===== src/hw/rv_pkg.sv =====
`default_nettype none

package rv_pkg;

    // widths
    localparam int XLEN       = 32;
    localparam int REG_ADDR_W = 5;
    localparam int NUM_REGS   = 32;

    typedef logic [XLEN-1:0]       word_t;
    typedef logic [REG_ADDR_W-1:0] reg_addr_t;

    localparam word_t RESET_PC   = 32'h8000_0000;
    localparam word_t INST_BYTES = 32'd4;   // pc step

    // major opcodes of the kept subset
    localparam logic [6:0] OPC_OP     = 7'b0110011;
    localparam logic [6:0] OPC_OP_IMM = 7'b0010011;
    localparam logic [6:0] OPC_LUI    = 7'b0110111;
    localparam logic [6:0] OPC_AUIPC  = 7'b0010111;
    localparam logic [6:0] OPC_JAL    = 7'b1101111;
    localparam logic [6:0] OPC_JALR   = 7'b1100111;
    localparam logic [6:0] OPC_BRANCH = 7'b1100011;

    // funct7 of sub / sra
    localparam logic [6:0] FUNCT7_ALT = 7'b0100000;

    typedef enum logic [3:0] {
        ALU_ADD,
        ALU_SUB,
        ALU_SLL,
        ALU_SLT,
        ALU_SLTU,
        ALU_XOR,
        ALU_SRL,
        ALU_SRA,
        ALU_OR,
        ALU_AND
    } alu_op_t;

    // instruction formats, S stays for ISA completeness
    typedef enum logic [2:0] {
        FMT_R,
        FMT_I,
        FMT_S,
        FMT_B,
        FMT_U,
        FMT_J,
        FMT_NONE
    } inst_fmt_t;

endpackage

`default_nettype wire


===== src/hw/rv_fetch.sv =====
`timescale 1ns/1ps
`default_nettype none

module rv_fetch (
    input  wire logic          clk,
    input  wire logic          reset,
    input  wire logic          jump_en,
    input  wire rv_pkg::word_t jump_target,
    output rv_pkg::word_t      pc,
    output rv_pkg::word_t      snpc
);

    rv_pkg::word_t dnpc;

    always_comb begin
        snpc = pc + rv_pkg::INST_BYTES;
        if (jump_en) begin
            dnpc = jump_target;   // taken branch or jump
        end else begin
            dnpc = snpc;
        end
    end

    // pc register
    always_ff @(posedge clk) begin
        if (reset) begin
            pc <= rv_pkg::RESET_PC;
        end else begin
            pc <= dnpc;
        end
    end

endmodule

`default_nettype wire


===== src/hw/rv_decode.sv =====
`timescale 1ns/1ps
`default_nettype none

module rv_decode (
    input  wire rv_pkg::word_t inst,
    output logic [6:0]         opcode,
    output logic [2:0]         funct3,
    output rv_pkg::reg_addr_t  rd,
    output rv_pkg::reg_addr_t  rs1,
    output rv_pkg::reg_addr_t  rs2,
    output rv_pkg::inst_fmt_t  fmt,
    output rv_pkg::word_t      imm,
    output rv_pkg::alu_op_t    alu_op
);

    logic [6:0] funct7;
    logic       is_alt_op;

    // field slicing
    assign opcode = inst[6:0];
    assign rd     = inst[11:7];
    assign funct3 = inst[14:12];
    assign rs1    = inst[19:15];
    assign rs2    = inst[24:20];
    assign funct7 = inst[31:25];

    assign is_alt_op = (funct7 == rv_pkg::FUNCT7_ALT);

    always_comb begin
        case (opcode)
            rv_pkg::OPC_OP:     fmt = rv_pkg::FMT_R;
            rv_pkg::OPC_OP_IMM: fmt = rv_pkg::FMT_I;
            rv_pkg::OPC_JALR:   fmt = rv_pkg::FMT_I;
            rv_pkg::OPC_BRANCH: fmt = rv_pkg::FMT_B;
            rv_pkg::OPC_LUI:    fmt = rv_pkg::FMT_U;
            rv_pkg::OPC_AUIPC:  fmt = rv_pkg::FMT_U;
            rv_pkg::OPC_JAL:    fmt = rv_pkg::FMT_J;
            default:            fmt = rv_pkg::FMT_NONE;  // retires as a no-op
        endcase
    end

    // immediates, sign extended from inst[31]
    always_comb begin
        case (fmt)
            rv_pkg::FMT_I: begin
                imm = {{20{inst[31]}}, inst[31:20]};
            end
            rv_pkg::FMT_S: begin
                imm = {{20{inst[31]}}, inst[31:25], inst[11:7]};
            end
            rv_pkg::FMT_B: begin
                imm = {{19{inst[31]}}, inst[31], inst[7], inst[30:25], inst[11:8], 1'b0};
            end
            rv_pkg::FMT_U: begin
                imm = {inst[31:12], 12'b0};
            end
            rv_pkg::FMT_J: begin
                imm = {{11{inst[31]}}, inst[31], inst[19:12], inst[20], inst[30:21], 1'b0};
            end
            default: begin
                imm = '0;
            end
        endcase
    end

    // alu op for OP / OP_IMM, everything else adds
    always_comb begin
        alu_op = rv_pkg::ALU_ADD;
        if (opcode == rv_pkg::OPC_OP || opcode == rv_pkg::OPC_OP_IMM) begin
            case (funct3)
                3'b000: begin
                    // addi has no sub form
                    if (fmt == rv_pkg::FMT_R && is_alt_op) begin
                        alu_op = rv_pkg::ALU_SUB;
                    end
                end
                3'b001: alu_op = rv_pkg::ALU_SLL;
                3'b010: alu_op = rv_pkg::ALU_SLT;
                3'b011: alu_op = rv_pkg::ALU_SLTU;
                3'b100: alu_op = rv_pkg::ALU_XOR;
                3'b101: alu_op = is_alt_op ? rv_pkg::ALU_SRA : rv_pkg::ALU_SRL;
                3'b110: alu_op = rv_pkg::ALU_OR;
                default: alu_op = rv_pkg::ALU_AND;
            endcase
        end
    end

endmodule

`default_nettype wire


===== src/hw/rv_alu.sv =====
`timescale 1ns/1ps
`default_nettype none

module rv_alu (
    input  wire rv_pkg::word_t   a,
    input  wire rv_pkg::word_t   b,
    input  wire rv_pkg::alu_op_t op,
    output rv_pkg::word_t        result
);

    logic [4:0] shamt;

    assign shamt = b[4:0];   // shifts use the low five bits

    always_comb begin
        case (op)
            rv_pkg::ALU_ADD:  result = a + b;
            rv_pkg::ALU_SUB:  result = a - b;
            rv_pkg::ALU_SLL:  result = a << shamt;
            rv_pkg::ALU_SLT:  result = {31'b0, $signed(a) < $signed(b)};
            rv_pkg::ALU_SLTU: result = {31'b0, a < b};
            rv_pkg::ALU_XOR:  result = a ^ b;
            rv_pkg::ALU_SRL:  result = a >> shamt;
            rv_pkg::ALU_SRA:  result = $unsigned($signed(a) >>> shamt);
            rv_pkg::ALU_OR:   result = a | b;
            rv_pkg::ALU_AND:  result = a & b;
            default:          result = '0;
        endcase
    end

endmodule

`default_nettype wire


===== src/hw/rv_execute.sv =====
`timescale 1ns/1ps
`default_nettype none

module rv_execute (
    input  wire logic              reset,
    input  wire logic [6:0]        opcode,
    input  wire logic [2:0]        funct3,
    input  wire rv_pkg::reg_addr_t rd,
    input  wire rv_pkg::inst_fmt_t fmt,
    input  wire rv_pkg::alu_op_t   alu_op,
    input  wire rv_pkg::word_t     imm,
    input  wire rv_pkg::word_t     pc,
    input  wire rv_pkg::word_t     snpc,
    input  wire rv_pkg::word_t     src1,
    input  wire rv_pkg::word_t     src2,
    output logic                   jump_en,
    output rv_pkg::word_t          jump_target,
    output logic                   wb_en,
    output rv_pkg::word_t          wb_data
);

    rv_pkg::word_t alu_a;
    rv_pkg::word_t alu_b;
    rv_pkg::word_t alu_result;
    logic          is_jal;
    logic          is_jalr;
    logic          br_taken;

    assign is_jal  = (opcode == rv_pkg::OPC_JAL);
    assign is_jalr = (opcode == rv_pkg::OPC_JALR);

    // operand a: pc for branch, jal, auipc; zero for lui
    always_comb begin
        if (fmt == rv_pkg::FMT_B || is_jal || opcode == rv_pkg::OPC_AUIPC) begin
            alu_a = pc;
        end else if (opcode == rv_pkg::OPC_LUI) begin
            alu_a = '0;
        end else begin
            alu_a = src1;
        end
        alu_b = (fmt == rv_pkg::FMT_R) ? src2 : imm;
    end

    rv_alu u_alu (
        .a      (alu_a),
        .b      (alu_b),
        .op     (alu_op),
        .result (alu_result)
    );

    always_comb begin
        case (funct3)
            3'b000:  br_taken = (src1 == src2);
            3'b001:  br_taken = (src1 != src2);
            3'b100:  br_taken = ($signed(src1) < $signed(src2));
            3'b101:  br_taken = ($signed(src1) >= $signed(src2));
            3'b110:  br_taken = (src1 < src2);
            3'b111:  br_taken = (src1 >= src2);
            default: br_taken = 1'b0;   // 010 / 011 never branch
        endcase
    end

    assign jump_en     = is_jal || is_jalr || (fmt == rv_pkg::FMT_B && br_taken);
    assign jump_target = is_jalr ? {alu_result[31:1], 1'b0} : alu_result;

    // link value for jumps
    assign wb_data = (is_jal || is_jalr) ? snpc : alu_result;

    always_comb begin
        wb_en = 1'b0;
        if (fmt == rv_pkg::FMT_R || fmt == rv_pkg::FMT_I ||
            fmt == rv_pkg::FMT_U || fmt == rv_pkg::FMT_J) begin
            wb_en = (rd != '0);
        end
        if (reset) begin
            wb_en = 1'b0;   // nothing retires during reset
        end
    end

endmodule

`default_nettype wire


===== src/hw/rv_regfile.sv =====
`timescale 1ns/1ps
`default_nettype none

module rv_regfile (
    input  wire logic              clk,
    input  wire logic              we,
    input  wire rv_pkg::reg_addr_t waddr,
    input  wire rv_pkg::word_t     wdata,
    input  wire rv_pkg::reg_addr_t raddr1,
    input  wire rv_pkg::reg_addr_t raddr2,
    output rv_pkg::word_t          rdata1,
    output rv_pkg::word_t          rdata2
);

    rv_pkg::word_t regs [rv_pkg::NUM_REGS];

    always_ff @(posedge clk) begin
        if (we) begin
            regs[waddr] <= wdata;
        end
    end

    // x0 reads zero whatever the array holds
    assign rdata1 = (raddr1 == '0) ? '0 : regs[raddr1];
    assign rdata2 = (raddr2 == '0) ? '0 : regs[raddr2];

endmodule

`default_nettype wire


===== src/hw/rv_core.sv =====
`timescale 1ns/1ps
`default_nettype none

module rv_core (
    input  wire logic          clk,
    input  wire logic          reset,
    input  wire rv_pkg::word_t inst,
    output rv_pkg::word_t      pc,
    output logic               retire_we,
    output rv_pkg::reg_addr_t  retire_rd,
    output rv_pkg::word_t      retire_data
);

    rv_pkg::word_t     snpc;
    rv_pkg::word_t     jump_target;
    logic              jump_en;
    logic [6:0]        opcode;
    logic [2:0]        funct3;
    rv_pkg::reg_addr_t rd;
    rv_pkg::reg_addr_t rs1;
    rv_pkg::reg_addr_t rs2;
    rv_pkg::inst_fmt_t fmt;
    rv_pkg::word_t     imm;
    rv_pkg::alu_op_t   alu_op;
    rv_pkg::word_t     rdata1;
    rv_pkg::word_t     rdata2;
    logic              wb_en;
    rv_pkg::word_t     wb_data;

    rv_fetch u_fetch (
        .clk         (clk),
        .reset       (reset),
        .jump_en     (jump_en),
        .jump_target (jump_target),
        .pc          (pc),
        .snpc        (snpc)
    );

    rv_decode u_decode (
        .inst   (inst),
        .opcode (opcode),
        .funct3 (funct3),
        .rd     (rd),
        .rs1    (rs1),
        .rs2    (rs2),
        .fmt    (fmt),
        .imm    (imm),
        .alu_op (alu_op)
    );

    rv_execute u_execute (
        .reset       (reset),
        .opcode      (opcode),
        .funct3      (funct3),
        .rd          (rd),
        .fmt         (fmt),
        .alu_op      (alu_op),
        .imm         (imm),
        .pc          (pc),
        .snpc        (snpc),
        .src1        (rdata1),
        .src2        (rdata2),
        .jump_en     (jump_en),
        .jump_target (jump_target),
        .wb_en       (wb_en),
        .wb_data     (wb_data)
    );

    rv_regfile u_regfile (
        .clk    (clk),
        .we     (wb_en),
        .waddr  (rd),
        .wdata  (wb_data),
        .raddr1 (rs1),
        .raddr2 (rs2),
        .rdata1 (rdata1),
        .rdata2 (rdata2)
    );

    // retire port mirrors the write-back
    assign retire_we   = wb_en;
    assign retire_rd   = rd;
    assign retire_data = wb_data;

endmodule

`default_nettype wire


===== config.mk =====
export PLATFORM = sky130hd
export DESIGN_NAME = rv_core
export DESIGN_NICKNAME = d
export VERILOG_FILES = /design/src/hw/rv_pkg.sv /design/src/hw/rv_fetch.sv /design/src/hw/rv_decode.sv /design/src/hw/rv_alu.sv /design/src/hw/rv_execute.sv /design/src/hw/rv_regfile.sv /design/src/hw/rv_core.sv
export SDC_FILE = /design/constraint.sdc
export NUM_CORES = 2
export LEC_CHECK = 0
export BUFFER_PORTS_ARGS = -buffer_cell sky130_fd_sc_hd__buf_2
export CAP_MARGIN = 10
export CORE_MARGIN = 4
export CORE_UTILIZATION = 58
export CTS_BUF_LIST = sky130_fd_sc_hd__clkbuf_8 sky130_fd_sc_hd__clkbuf_16
export DETAILED_ROUTE_END_ITERATION = 8
export PLACE_DENSITY = 0.75
export RECOVER_POWER = 25
export SYNTH_ARGS = -nofsm -noshare
export SYNTH_HDL_FRONTEND = slang
export SYNTH_HIERARCHICAL = 1
export SYNTH_SLANG_ARGS = --single-unit

===== constraint.sdc =====
create_clock -name clk -period 7.4 [get_ports clk]
set_input_delay 0.74 -clock clk [delete_from_list [all_inputs] [get_ports clk]]
set_output_delay 0.74 -clock clk [all_outputs]
set_load 0.005 [all_outputs]

==> results.toml <==
[drt]
firstDrtPassIters = 6
finalWirelength_mm = 215
drt_iter0_markers = 7481
wl_per_cell_microns = 36.0
ant_nets = 0
vias = 45000
viasPerCell = 7.55
route.detailed.drc = 0

[finish]
syn_to_final_growth_pct = 12.3
mostFrequentLayoutCells = "edfxtp_1, mux4_2, buf_4, nand2_1, mux2i_1"
drive_above_1_share_pct = 27.1
design_area_sq_mm = 0.0678
final_common_cell = "edfxtp_1"
num-nets-final = 4663
n_fill_cell = 7188

[worst_setup_path]
cp_slowest_stage_delay_ns = 0.69
cp_slowest_cell = "or3b_2"
cp_common_cell = "buf_4"
endpoint_kind = "primary output"
crit_required_ns = 6.66
cp.arrival_ns = 6.54
crit_chain = "buf_2 > or3b_2 > buf_4 > o221ai_1 > a211oi_1 > nor3_1 > mux2_2 > inv_1 > ha_1 > or3_1 > nor4_2 > buf_4 > o31ai_1 > o211ai_1 > buf_4 > a21o_1 > a211oi_1 > o21ai_0 > mux2i_1 > a211o_1 > mux2_2 > buf_2"
startpoint_type = "primary input"
path_max_fanout = 14
ff2ff_setup_slack_ns = 1.31
crit_family = "simple AND/OR/NAND/NOR gates"
worstSetupPathType = "primary input to primary output"
crit_buf_inv = 6

[outcome]
status = "finished with violations"
violations = "capacitance limit, slew limit"

[die]
row_count = 118
die_y_microns = 331
coreArea_sq_mm = 0.103
io_pins = 104
die_area_sq_mm = 0.109
die_x_microns = 331
initial_core_util_pct = 58.3

[timing]
post-route-period-util_pct = 98.4
worst_slack_ns = 0.120
final-setup-viol-count = 0
worst_pin_slew_ns = 4.06
fmax_ghz = 0.137
tns_ns = 0
slew_viol_final = 617
period_minus_slack_ns = 7.28
skew_ns = 0.0339
rsz0062_at_grt = "no"
hold_violations = 0
slew_headroom_pct = -171

[placed_design]
port_buffers = 103
placed_area_sq_mm = 0.0644
dp_hpwl_mm = 141
place_congestion = 1.01
post-place-ws_ns = 0.166

[synth]
synth.avg_cell_area_sq_um = 14.1
synth_area_sq_mm = 0.0604
yosysWarnings = 6
synth_flop_cell = "edfxtp_1"
synth_seq_area_share_pct = 52.0
synth-seq-cells = 1056
synth_nets = 4436
syn_inst = 4268
synth_edf_count = 1024
synthArstFlopShare_pct = 0
synth_cell_types = 103

[min_path]
hold_class = "flop to flop"

[global_route]
grt.met1_usage_pct = 51.7
grt_usage_pct = 39.1
grt_max_degree = 87
top_usage_layer = "met2"
grt_antenna_before_repair = 8
grt_use_met3_pct = 11.0
globalRouteOverflowTotal = 0
grt_util_met2_pct = 59.9
grt_pass1_vias = 43500
grt_pass1_wl_mm = 306

[clock_tree]
cts_hold_buffers = 0
clock_latency_ns = 0.72
cts_tree = "yes"
cts_buffers = 107
path_clk_slew_ns = 0.06
cts.sinks = 1056
clockBufferDepth = 3
htreeDepth = 3
post_cts_buffers = 0
cts-root-buf = "clkbuf_16"

[run]
max_cap_viol_count = 25

[pwr]
power_leakage_nw = 23.7
power.density_mw_per_mm2 = 217
ir_worst_vdd_v = 0.000240
p_total_mw = 14.7
-- where the power goes --
group          total [mW]  internal [mW]  leakage, nW  switching (mW)
clock                5.45           3.12         1.78            2.33
combinational        2.48          0.906         12.4            1.57
sequential           6.80           6.78         9.50          0.0202
total                14.7           10.8         23.7            3.92
-- path summary, 6_finish.rpt --
path | startpoint | endpoint | depth (start not counted)
max | inst[23] | retire_data[21] | 22
min | u_fetch/pc[0] | u_fetch/pc[0] | 2
max reg2reg | u_regfile/regs[15][1] | u_regfile/regs[28][26] | 20
min reg2reg | u_fetch/pc[0] | u_fetch/pc[0] | 2
-- cell usage after synthesis, drive strengths merged, types with 13 or more instances --
cell type / count / share of area [%]
a211o: 32 / 0.46
nor4: 34 / 0.39
inv: 158 / 0.98
a221oi: 44 / 0.66
and2: 21 / 0.22
o21a: 17 / 0.21
o211ai: 19 / 0.24
o21ai: 116 / 0.96
nand2b: 32 / 0.33
a31oi: 17 / 0.18
edfxtp: 1024 / 51
dfxtp: 32 / 1.1
a21o: 29 / 0.36
nand2: 257 / 1.6
nand4: 25 / 0.30
o21bai: 15 / 0.19
mux2i: 234 / 3.9
nor3: 74 / 0.62
o31ai: 14 / 0.18
a2111oi: 36 / 0.52
ha: 132 / 2.7
a21oi: 172 / 1.5
buf: 179 / 1.8
a211oi: 78 / 0.97
nor3b: 14 / 0.22
clkbuf: 180 / 1.1
o22ai: 63 / 0.65
mux4: 477 / 18
o221ai: 39 / 0.58
xnor2: 28 / 0.41
a32o: 13 / 0.22
or3: 23 / 0.25
nand3b: 16 / 0.20
mux2: 99 / 1.8
a22o: 64 / 0.93
nor2: 209 / 1.3
nand3: 81 / 0.67
nor2b: 17 / 0.18
-- per-layer routing --
| metal | share of wire [%] | up-vias |
|---|---|---|
| met5 | 0.048 | - |
| met1 | 34 | 22500 |
| met2 | 45 | 3948 |
| met4 | 6.3 | 16 |
| met3 | 14 | 772 |
| li1 | - | 17800 |
-- registers in the layout (all words and copies together) (netlist names) --
name and count:
u_fetch/pc 32, u_regfile/regs 1024
-- worst register-to-register path, delay by kind of cell (launching register included) --
| kind | cells | cell delay (ns) |
|---|---|---|
| AND/OR/NAND/NOR | 6 | 1.00 |
| AO/OA/AOI/OAI | 5 | 1.58 |
| buffers and inverters | 4 | 0.91 |
| flip-flops | 1 | 0.40 |
| adder cells (fa/ha/maj) | 1 | 0.54 |
| multiplexers | 4 | 1.38 |
-- per-stage QoR --
| stage | util (%) | instances | hold slack [ns] |
|---|---|---|---|
| CTS | 65.6 | 5957 | 0.615 |
| global placement | 62.2 | 5766 | 0.608 |
| finish | 65.5 | 5959 | 0.648 |
| detailed placement | 62.2 | 5766 | 0.604 |
| global route | 65.5 | 5957 | 0.665 |
| floorplan | - | 4268 | 0.530 |
-- cell type report --
cell class,count,area (sq um),share of cell area [%]
antenna,2,5.00,0.00739
clock buffer,107,2680,3.95
clock inverter,84,823,1.21
inverter,160,603,0.890
multi-input combinational,2693,26900,39.7
sequential,1056,31400,46.3
tap,1380,1730,2.55
timing repair buffer,477,3670,5.41
-- cells by family (layout without fill, tap and decap cells) --
kind of cell               count (synthesis)  in the layout  synth area share [%]
DFF                                     1056           1056                  52.0
buffers and inverters                    519            828                  3.96
other                                      0              2                     0
adders and majority gates                134            134                  2.80
muxes                                    810            810                  23.5
and+or+nand+nor                          855            855                  6.99
xor gates and xnor gates                  36             36                 0.522
AOI/OAI and AO/OA                        858            858                  10.2
-- timing repair --
| action | 4_1_cts | 5_1_grt |
|---|---|---|
| setup endpoints to repair | 0 | 15 |
| endpoints found under the hold margin | 0 | 0 |
| gates resized for setup | 0 | 15 |
(Power assumes the default switching activity.)
